===== config.mk =====
export PLATFORM = sky130hd
export DESIGN_NAME = coef_scan
export DESIGN_NICKNAME = d
export VERILOG_FILES = /design/src/design/quant_pkg.sv /design/src/design/coef_scan.sv
export VERILOG_INCLUDE_DIRS = /design/src /design/src/include
export SDC_FILE = /design/constraint.sdc
export NUM_CORES = 1
export LEC_CHECK = 0
export BUFFER_PORTS_ARGS = -buffer_cell sky130_fd_sc_hd__buf_2
export CAP_MARGIN = 20
export CORE_ASPECT_RATIO = 2
export CORE_MARGIN = 5
export CORE_UTILIZATION = 50
export CTS_CLUSTER_DIAMETER = 200
export DETAILED_ROUTE_END_ITERATION = 10
export PLACE_DENSITY_LB_ADDON = 0.12
export SLEW_MARGIN = 20
export SYNTH_ARGS = -nofsm -noshare
export SYNTH_HDL_FRONTEND = slang
export SYNTH_SLANG_ARGS = --single-unit

===== constraint.sdc =====
create_clock -name clk -period 3.7 [get_ports clk]
set_clock_uncertainty 0.15 [all_clocks]
set_input_delay 0.185 -clock clk [delete_from_list [all_inputs] [get_ports clk]]
set_output_delay 0.185 -clock clk [all_outputs]
set_load 0.03 [all_outputs]

===== src/include/quant_params.svh =====
// Block size, coefficient width, quantizer shift and level limit
`ifndef QUANT_PARAMS_SVH
`define QUANT_PARAMS_SVH

// ------------------------------
// Block geometry
// ------------------------------
// 4x4 transform block
`define QB_COEFS 16

// Input coefficient width in bits
`define QB_IW 16

// ------------------------------
// Quantizer arithmetic
// ------------------------------
`define QB_SHIFT 17
`define QB_MAX_LEVEL 2047

`endif


===== src/design/quant_pkg.sv =====
// Shared coefficient, level, matrix field and scanner state types
`include "quant_params.svh"

package quant_pkg;

    // ------------------------------
    // Coefficient and result types
    // ------------------------------
    typedef logic signed [`QB_IW-1:0] coef_in_t;
    typedef logic signed [15:0]       level_t;
    typedef logic signed [15:0]       recon_t;

    // ------------------------------
    // Matrix fields
    // ------------------------------
    // Step and inverse step share one type
    typedef logic [15:0] qstep_t;
    typedef logic [31:0] bias_t;
    typedef logic [31:0] thresh_t;
    typedef logic [15:0] sharpen_t;

    // Raster or zigzag position inside a block
    typedef logic [3:0] coef_idx_t;

    // Serial scanner FSM
    typedef enum logic {
        SCAN_IDLE,
        SCAN_RUN
    } scan_state_t;

endpackage


===== src/design/coef_scan.sv =====
// Serializer for the zigzag levels of one block, position and last markers
`timescale 1ns/1ns
`include "quant_params.svh"

module coef_scan (
    input  logic                                              clk,
    input  logic                                              rst_n,
    input  logic                                              load_i,
    input  logic [`QB_COEFS*$bits(quant_pkg::level_t)-1:0]    zz_i,
    output logic                                              coef_valid_o,
    output quant_pkg::level_t                                 coef_o,
    output quant_pkg::coef_idx_t                              coef_pos_o,
    output logic                                              coef_last_o
);

    localparam int LW = $bits(quant_pkg::level_t);
    localparam quant_pkg::coef_idx_t LAST_POS = quant_pkg::coef_idx_t'(`QB_COEFS - 1);

    quant_pkg::scan_state_t state;
    quant_pkg::coef_idx_t   cnt;
    quant_pkg::level_t      hold [`QB_COEFS];

    // ------------------------------
    // FSM and position counter
    // ------------------------------
    always_ff @(posedge clk or negedge rst_n) begin
        if (!rst_n) begin
            state <= quant_pkg::SCAN_IDLE;
            cnt   <= '0;
        end else if (load_i) begin
            // A new block restarts the scan
            state <= quant_pkg::SCAN_RUN;
            cnt   <= '0;
        end else if (state == quant_pkg::SCAN_RUN) begin
            cnt <= cnt + 1'b1;
            if (cnt == LAST_POS) begin
                state <= quant_pkg::SCAN_IDLE;
            end
        end
    end

    // ------------------------------
    // Holding register
    // ------------------------------
    always_ff @(posedge clk or negedge rst_n) begin
        if (!rst_n) begin
            for (int k = 0; k < `QB_COEFS; k++) begin
                hold[k] <= '0;
            end
        end else if (load_i) begin
            for (int k = 0; k < `QB_COEFS; k++) begin
                hold[k] <= zz_i[k*LW +: LW];
            end
        end
    end

    // Stream outputs
    assign coef_valid_o = (state == quant_pkg::SCAN_RUN);
    assign coef_o       = hold[cnt];
    assign coef_pos_o   = cnt;
    assign coef_last_o  = coef_valid_o && (cnt == LAST_POS);

endmodule


==> results.cfg <==
[worst_setup_path]
setup.worst_path.start_class = flop
rr_endpoint = coef_pos_o[3]$_DFFE_PN0P_
reg2reg_depth = 4
path_buf_inv = 3
cp_max_fo = 30
reg2reg_slack_ns = 1.83
end_kind = output pin
crit_type = flop to output pin
required_ns = 3.37
crit_slowest_cell = dfrtp_4
arrival_ns = 2.80
cp_top_family = buffers and inverters
crit_path_cell_trace = buf_4 > buf_4 > mux4_2 > a32oi_1 > o21ai_0 > buf_2
cp_common_cell = buf_4
cpPeakStageDelay_ns = 0.76
r2r-start = coef_pos_o[0]$_DFFE_PN0P_

[clocking]
htree_levels = 1
clk_latency_ns = 0.52
cts_buffer_depth = 3
cts_tree = done
cts_root_buf = clkbuf_16
clkSinkCount = 261
cts_resized = 0
clk_pin_slew_ns = 0.06
numCtsBuffers = 26
cts_setup_buffers = 0

[hold_path]
hp-start = load_i
whs_path_depth = 2
min_to = coef_pos_o[2]$_DFFE_PN0P_
hold_class = primary input to flop

[floorplanning]
die_h_microns = 227
rows = 79
core_area_sq_mm = 0.0232
pin_count = 281
start_util_pct = 50.6
dieArea_sq_mm = 0.0268
die-width_microns = 118

[power_and_ir_drop]
power_density_mw_per_mm2 = 437
ir_worst_vdd_v = 0.000437
p_leak_nw = 7.30

[logic_synthesis]
syn-num-nets = 995
synthCells = 735
synth_area_sq_mm = 0.0117
ys_seq_area_share_pct = 55.6
synth_edf_count = 0
syn_area_per_cell_sq_um = 16.0
ys_warn_count = 0
ys_ff_latch = 261
synth-main-ff-cell = dfrtp_1
synthTopCellsByArea = dfrtp_1 56%, mux2_2 25%, mux4_2 9.0%
synth_top_area_share_pct = 55.6
synth_top_area_cell = dfrtp_1
ys_types = 24
synth-async-reset-ratio_pct = 100

[finish]
layout_common_cells = 278 x buf_2, 259 x dfrtp_1, 257 x dlygate4sd3_1
regArea_sq_mm = 0.00654
nFillCells = 1458
final_net_count = 1524
drive_above_1_share_pct = 50.1
area_growth_pct = 43.1
multiInputGateArea_sq_mm = 0.00489
final_common_cell = buf_2

[placement]
io_buffers = 280
hpwl_mm = 25.2
finalWeightedCongestion = 0.843
place_ws_ns = 1.07

[detailed_routing]
firstDrtPassIters = 4
drt_iter0_drc = 454
vias = 8688
wl_mm = 37.1
route.detailed.drc = 0
postRouteAntennaNets = 0
via_per_inst = 5.54
wire_per_inst_microns = 23.7

[timing]
rsz0062_at_grt = false
fin_crit_ns = 3.13
hold_violations = 0
fmax_mhz = 319
setup_violations = 0
setup_ws_ns = 0.569
final_max_slew_viol_count = 0
finalCritPeriodShare_pct = 84.6
relSlewSlack_pct = 45.9
worst_pin_slew_ns = 0.811
finalSetupTns_ns = 0

[global_route]
antenna_found_initial = 1
grt_max_degree = 101
grt_pass1_wl_mm = 57.4
grt_usage_pct = 27.9
gr-total-overflow = 0
grt_pass1_vias = 10100

[run_status]
outcome = finished, final reports clean

[run]
maxCapViolations = 0
power by group:
group          total, W  switching (W)  internal, W
Combinational   0.00142       0.000630     0.000792
Clock           0.00260        0.00110      0.00149
Sequential      0.00333       0.000191      0.00314
what timing repair did:
action                                  in CTS  in global routing
endpoints found under the setup margin       0                  0
hold endpoints to repair                   351                  0
hold buffers                               257                  0
worst max path at each step:
| stage | endpoint | start | cells after the start | slack [ns] |
|---|---|---|---|---|
| 6_report | coef_o[1] | coef_pos_o[1]$_DFFE_PN0P_ | 6 | 0.57 |
| 5_1_grt | coef_o[1] | coef_pos_o[1]$_DFFE_PN0P_ | 6 | 0.41 |
| 4_1_cts | coef_o[1] | coef_pos_o[1]$_DFFE_PN0P_ | 6 | 0.49 |
| 3_5_place_dp | coef_o[1] | coef_pos_o[1]$_DFFE_PN0P_ | 6 | 1.07 |
| 3_3_place_gp | coef_o[1] | coef_pos_o[1]$_DFFE_PN0P_ | 6 | 1.07 |
| 2_1_floorplan | coef_o[4] | coef_pos_o[1]$_DFFE_PN0P_ | 6 | 1.33 |
Yosys cell counts (2+ instances only):
library cell and instances:
buf_12 2, clkbuf_1 12, nor2_1 6, o21ai_1 10, buf_2 34, nand3_1 2, mux2i_1 49, a32oi_1 16
o21ai_0 6, mux4_2 47, xnor2_1 2, mux2_2 256, a22oi_1 16, inv_1 2, buf_4 6, dfrtp_1 261
flip-flops by register name, indices dropped and copies added (netlist names):
name          count
hold            256
coef_pos_o        4
coef_valid_o      1
cell families after synthesis:
family          Yosys count  synth area share, %
flops                   261                 55.6
simple gates             11                0.416
compound gates           49                 2.96
xor+xnor                  3                0.224
buf+inv                  57                 2.72
fa+ha+maj                 1                0.107
mux                     353                 38.0
cell type report:
type,count,share of cell area [%]
Sequential cell,261,38.9
Multi-Input combinational cell,417,29.1
Timing Repair Buffer,556,24.8
Clock buffer,39,4.53
Tap cell,283,2.11
Clock inverter,8,0.454
Inverter,2,0.0447
Antenna cell,2,0.0298
layer usage:
metal  vias up  track usage, %  wire length (microns)
met1      4407            30.1                  12600
met3       117            5.19                   1960
met2       347            50.5                  20200
met5         -               0                      0
met4         0            16.3                   2330
li1       3817               -                      -
metrics by stage:
step | util [%] | instances | hold slack, ns | total power [W] | area (sq um)
after floorplan | - | 735 | -0.261 | 0.00407 | 11700
after global placement | 57.7 | 1262 | 0.132 | 0.00457 | 13400
after detailed placement | 57.7 | 1262 | 0.135 | 0.00460 | 13400
after CTS | 72.3 | 1566 | 0.0299 | 0.00742 | 16800
after global routing | 72.4 | 1567 | 0.0479 | 0.00765 | 16800
final | 72.4 | 1568 | 0.0502 | 0.00735 | 16800
Note: power is estimated with default switching activity, not from simulation.
