==> config.mk <==
export PLATFORM = sky130hd
export DESIGN_NAME = quant_matrix_store
export DESIGN_NICKNAME = d
export VERILOG_FILES = /design/src/design/quant_pkg.sv /design/src/design/quant_matrix_store.sv
export VERILOG_INCLUDE_DIRS = /design/src /design/src/include
export SDC_FILE = /design/constraint.sdc
export NUM_CORES = 2
export LEC_CHECK = 0
export ABC_AREA = 1
export BUFFER_PORTS_ARGS = -buffer_cell sky130_fd_sc_hd__clkbuf_2
export CORE_AREA = 2 2 748 750
export CTS_CLUSTER_SIZE = 14
export DETAILED_ROUTE_END_ITERATION = 10
export DIE_AREA = 0 0 750 752
export PLACE_DENSITY = 0.36
export SLEW_MARGIN = 10
export SYNTH_ARGS = -nofsm -noshare
export SYNTH_HDL_FRONTEND = slang
export SYNTH_SLANG_ARGS = --single-unit
==> constraint.sdc <==
create_clock -name clk -period 0.8 [get_ports clk]
set_input_delay 0.16 -clock clk [delete_from_list [all_inputs] [get_ports clk]]
set_output_delay 0.16 -clock clk [all_outputs]
set_load 0.01 [all_outputs]
==> src/include/quant_params.svh <==
// Block size, coefficient width, quantizer shift and level limit
`ifndef QUANT_PARAMS_SVH
`define QUANT_PARAMS_SVH

// ------------------------------
// Block geometry
// ------------------------------
// 4x4 transform block
`define QB_COEFS 16

// Input coefficient width in bits
`define QB_IW 16

// ------------------------------
// Quantizer arithmetic
// ------------------------------
`define QB_SHIFT 17
`define QB_MAX_LEVEL 2047

`endif

==> src/design/quant_pkg.sv <==
// Shared coefficient, level, matrix field and scanner state types
`include "quant_params.svh"

package quant_pkg;

    // ------------------------------
    // Coefficient and result types
    // ------------------------------
    typedef logic signed [`QB_IW-1:0] coef_in_t;
    typedef logic signed [15:0]       level_t;
    typedef logic signed [15:0]       recon_t;

    // ------------------------------
    // Matrix fields
    // ------------------------------
    // Step and inverse step share one type
    typedef logic [15:0] qstep_t;
    typedef logic [31:0] bias_t;
    typedef logic [31:0] thresh_t;
    typedef logic [15:0] sharpen_t;

    // Raster or zigzag position inside a block
    typedef logic [3:0] coef_idx_t;

    // Serial scanner FSM
    typedef enum logic {
        SCAN_IDLE,
        SCAN_RUN
    } scan_state_t;

endpackage

==> src/design/quant_matrix_store.sv <==
// Quantization matrix register file, one position written per strobe
`timescale 1ns/1ns
`include "quant_params.svh"

module quant_matrix_store (
    input  logic                                              clk,
    input  logic                                              rst_n,
    input  logic                                              cfg_we_i,
    input  quant_pkg::coef_idx_t                              cfg_idx_i,
    input  quant_pkg::qstep_t                                 cfg_q_i,
    input  quant_pkg::qstep_t                                 cfg_iq_i,
    input  quant_pkg::bias_t                                  cfg_bias_i,
    input  quant_pkg::thresh_t                                cfg_zthresh_i,
    input  quant_pkg::sharpen_t                               cfg_sharpen_i,
    output logic [`QB_COEFS*$bits(quant_pkg::qstep_t)-1:0]    q_o,
    output logic [`QB_COEFS*$bits(quant_pkg::qstep_t)-1:0]    iq_o,
    output logic [`QB_COEFS*$bits(quant_pkg::bias_t)-1:0]     bias_o,
    output logic [`QB_COEFS*$bits(quant_pkg::thresh_t)-1:0]   zthresh_o,
    output logic [`QB_COEFS*$bits(quant_pkg::sharpen_t)-1:0]  sharpen_o
);

    localparam int QW = $bits(quant_pkg::qstep_t);
    localparam int BW = $bits(quant_pkg::bias_t);
    localparam int TW = $bits(quant_pkg::thresh_t);
    localparam int HW = $bits(quant_pkg::sharpen_t);

    quant_pkg::qstep_t   q_mem       [`QB_COEFS];
    quant_pkg::qstep_t   iq_mem      [`QB_COEFS];
    quant_pkg::bias_t    bias_mem    [`QB_COEFS];
    quant_pkg::thresh_t  zthresh_mem [`QB_COEFS];
    quant_pkg::sharpen_t sharpen_mem [`QB_COEFS];

    // ------------------------------
    // Write port
    // ------------------------------
    always_ff @(posedge clk or negedge rst_n) begin
        if (!rst_n) begin
            for (int k = 0; k < `QB_COEFS; k++) begin
                q_mem[k]       <= '0;
                iq_mem[k]      <= '0;
                bias_mem[k]    <= '0;
                zthresh_mem[k] <= '0;
                sharpen_mem[k] <= '0;
            end
        end else if (cfg_we_i) begin
            q_mem[cfg_idx_i]       <= cfg_q_i;
            iq_mem[cfg_idx_i]      <= cfg_iq_i;
            bias_mem[cfg_idx_i]    <= cfg_bias_i;
            zthresh_mem[cfg_idx_i] <= cfg_zthresh_i;
            sharpen_mem[cfg_idx_i] <= cfg_sharpen_i;
        end
    end

    // ------------------------------
    // All positions read in parallel
    // ------------------------------
    for (genvar k = 0; k < `QB_COEFS; k++) begin : g_flat
        assign q_o[k*QW +: QW]       = q_mem[k];
        assign iq_o[k*QW +: QW]      = iq_mem[k];
        assign bias_o[k*BW +: BW]    = bias_mem[k];
        assign zthresh_o[k*TW +: TW] = zthresh_mem[k];
        assign sharpen_o[k*HW +: HW] = sharpen_mem[k];
    end

endmodule

==> results.cfg <==
[status]
run_status = finished with violations
violated_checks = hold timing, setup timing

[synthesis]
synth_fp_nets = 8308
synth_seq_cells = 1792
mappedNetlistArea_um2 = 71200
avgSynthCellArea_um2 = 8.69
synth_xor_xnor_area_share_pct = 0
yosys_warnings = 0
compound_gate_portion_of_the_synthesized_area_pct = 2.36
post_synth_adder_cell_area_pct = 0
syn_inst = 8189
synthSimpleGateAreaFrac_pct = 29.2
post_synth_mux_area_share_pct = 0
synth_seq_area_share_pct = 63.0
dominant_combinational_cell_family_by_area_after_synthesis = simple AND/OR/NAND/NOR gates
synth_cell_type_count = 12

[power]
leakage_nw = 58.8
p_per_area_nw_per_um2 = 2780
vdd_ir_drop_max_uv = 2060

[sta]
fin_crit_sh_pct = 211
report.final.slew_viol_count = 0
unrepaired_setup_endpoints_after_global_routing = yes
finalHoldViolCount = 15
timing.final.setup_violations = 2847
worst_slew_margin_rel_pct = 42.3
max_freq_mhz = 592
finalHoldWorstSlack_ns = -0.0838
worst_slew_pin_slew_ns = 0.863
timing.clock.skew_ns = 0
fin_ws_ns = -0.889
period_needed_ns = 1.69

[clock_network]
cts_buffers = 229
clock_latency_of_the_later_clocked_register_in_the_worst_skew_pair_ns = 0.89
htree_num_levels = 4
clock-root-buffer = sky130_fd_sc_hd__clkbuf_16
numClockSinks = 1792
tritoncts = done
cts_buffer_depth = 4
cts_clk_pin_slew_worst_paths_ns = 0.06

[critical_path]
timing.critical_path.from_type = flop
critical_path_capture_point_type = output port
critPathBufInv = 1
cp_data_required_time_ns = 0.64
max_stage_delay_ns = 0.48
crit_path_max_fanout = 2
path_cells = buf_8
setup_cp_type = flop to output port
worst_path_dominant_cell_family = flip-flops
worst_path_max_delay_cell = sky130_fd_sc_hd__dfrtp_2
critPathArrivalTime_ns = 1.53

[floorplan]
core_region_area_um2 = 556000
starting_density_of_the_core_pct = 12.8
die-area_um2 = 564000
die_h_um = 752
rows = 274
die_w_um = 750
floorplan.io_pins = 1911

[final_layout]
final_core_utilization_pct = 20.2
finalNetCount = 10940
mostFrequentLayoutCells = 4486 x sky130_fd_sc_hd__nand2_1, 1768 x sky130_fd_sc_hd__dfrtp_1, 1531 x sky130_fd_sc_hd__clkbuf_2
post_route_cells_drive_above_1_share_pct = 31.2
layout_commonest_cell = sky130_fd_sc_hd__nand2_1
area_growth_pct = 57.7
non_filler_instance_count_after_layout = 18472

[detailed_routing]
detail_route.vias_per_cell = 3.68
remaining_drc_errors = 0
final_antenna_net_count = 0
dr.first_iter.drc_count = 5674
drtPass1Iterations = 5
wire_per_inst_um = 25.7
drt-total-wl_um = 474000
via_count = 67939

[hold_path]
holdCritPathClass = input port to flop

[global_route]
antenna_violations_before_repair = 75
grt-ovfl-total = 0
grt_pass1_wl_um = 624000
maximum_number_of_pins_on_one_net_before_global_route_repair = 64
grt_use_met1_pct = 21.1
gr-max-usage-layer = met2
grt.met3_usage_pct = 4.01
vias_in_the_first_global_route = 66712
gr-usage-met2_pct = 25.6
grt_overall_usage_pct = 16.1

[place]
place.detailed.hpwl_um = 358000
io_buffers = 1910
gp_routability_congestion = 0.832
post-place-cells = 17698

[job]
cap_viol_max_count = 0
[routing by layer]
| layer | up-vias | share of wire (%) |
|---|---|---|
| met5 | - | 0.0046 |
| met4 | 4 | 4.0 |
| met3 | 557 | 7.6 |
| met2 | 2684 | 45 |
| met1 | 34047 | 43 |
| li1 | 30647 | - |
[synth_stat cells]
| library cell | count | area [um^2] |
|---|---|---|
| sky130_fd_sc_hd__inv_1 | 228 | 856 |
| sky130_fd_sc_hd__clkbuf_1 | 465 | 1750 |
| sky130_fd_sc_hd__o21bai_1 | 224 | 1680 |
| sky130_fd_sc_hd__nand4_1 | 336 | 2100 |
| sky130_fd_sc_hd__nand2_1 | 4498 | 16900 |
| sky130_fd_sc_hd__nand3_1 | 343 | 1720 |
| sky130_fd_sc_hd__nor2_2 | 2 | 12.5 |
| sky130_fd_sc_hd__buf_2 | 168 | 841 |
| sky130_fd_sc_hd__buf_1 | 116 | 435 |
| sky130_fd_sc_hd__nor2_1 | 15 | 56.3 |
| sky130_fd_sc_hd__inv_2 | 2 | 7.51 |
| sky130_fd_sc_hd__dfrtp_1 | 1792 | 44800 |
[per-stage QoR]
stage / TNS [ns] / power, mW / setup slack (ns) / hold slack (ns) / instance area [um^2]
after CTS: -1991.55 / 311 / -1.04 / -0.182 / 110000
after global routing: -1889.18 / 326 / -0.995 / -0.121 / 112000
after floorplan: -510.30 / 149 / -0.313 / -0.136 / 72200
after detailed placement: -1728.59 / 197 / -1.05 / 0.255 / 98700
final: -1720.65 / 312 / -0.889 / -0.0838 / 112000
after global placement: -1723.22 / 196 / -1.04 / 0.260 / 98700
[path summary, 6_finish.rpt]
kind | start | slack, ns | end | cells after the start
worst min register to register | iq_o[194]$_DFFE_PN0P_ | 0.47 | iq_o[194]$_DFFE_PN0P_ | 2
max in group asynchronous | rst_n | -0.81 | zthresh_o[408]$_DFFE_PN0P_ | 10
worst max register to register | q_o[1]$_DFFE_PN0P_ | -0.33 | q_o[1]$_DFFE_PN0P_ | 3
worst max-delay path | zthresh_o[89]$_DFFE_PN0P_ | -0.89 | zthresh_o[89] | 1
worst min-delay path | cfg_we_i | -0.08 | bias_o[77]$_DFFE_PN0P_ | 4
min in group asynchronous | rst_n | 0.09 | zthresh_o[132]$_DFFE_PN0P_ | 8
[logic make-up (layout without fill, tap and decap cells)]
kind of cell	count (synthesis)	in the layout
AO/OA/AOI/OAI	224	224
AND/OR/NAND/NOR	5194	5194
buffers and inverters	979	3789
other	0	21
flip-flops	1792	1792
[what timing repair did]
item,4_1_cts,5_1_grt
hold endpoints to repair,3568,87
hold buffers,146,1
resized for setup,392,602
setup endpoints to repair,1794,2809
setup buffers,102,96
[power by group]
part	leakage, nW	switching [mW]	total, mW	internal [mW]
sequential	22.6	13.3	123	110
combinational	32.4	48.1	81.6	33.5
clock	3.76	45.0	107	62.3
total	58.8	106	312	206
[registers in the layout, indices dropped and copies added, names as in the netlist]
signal,cells
sharpen_o,256
zthresh_o,512
q_o,256
iq_o,256
bias_o,512
[layout make-up]
type / count / area, um^2
diodes: 21 / 52.6
clock buffers: 336 / 6690
clock inverters: 73 / 912
fillers: 61837 / 443000
inverters: 230 / 871
multi-input cells: 5418 / 22800
flip-flops and latches: 1792 / 44900
well taps: 7452 / 9320
repair buffers: 3150 / 26700
No activity file was read; power rests on OpenSTA's default activity.
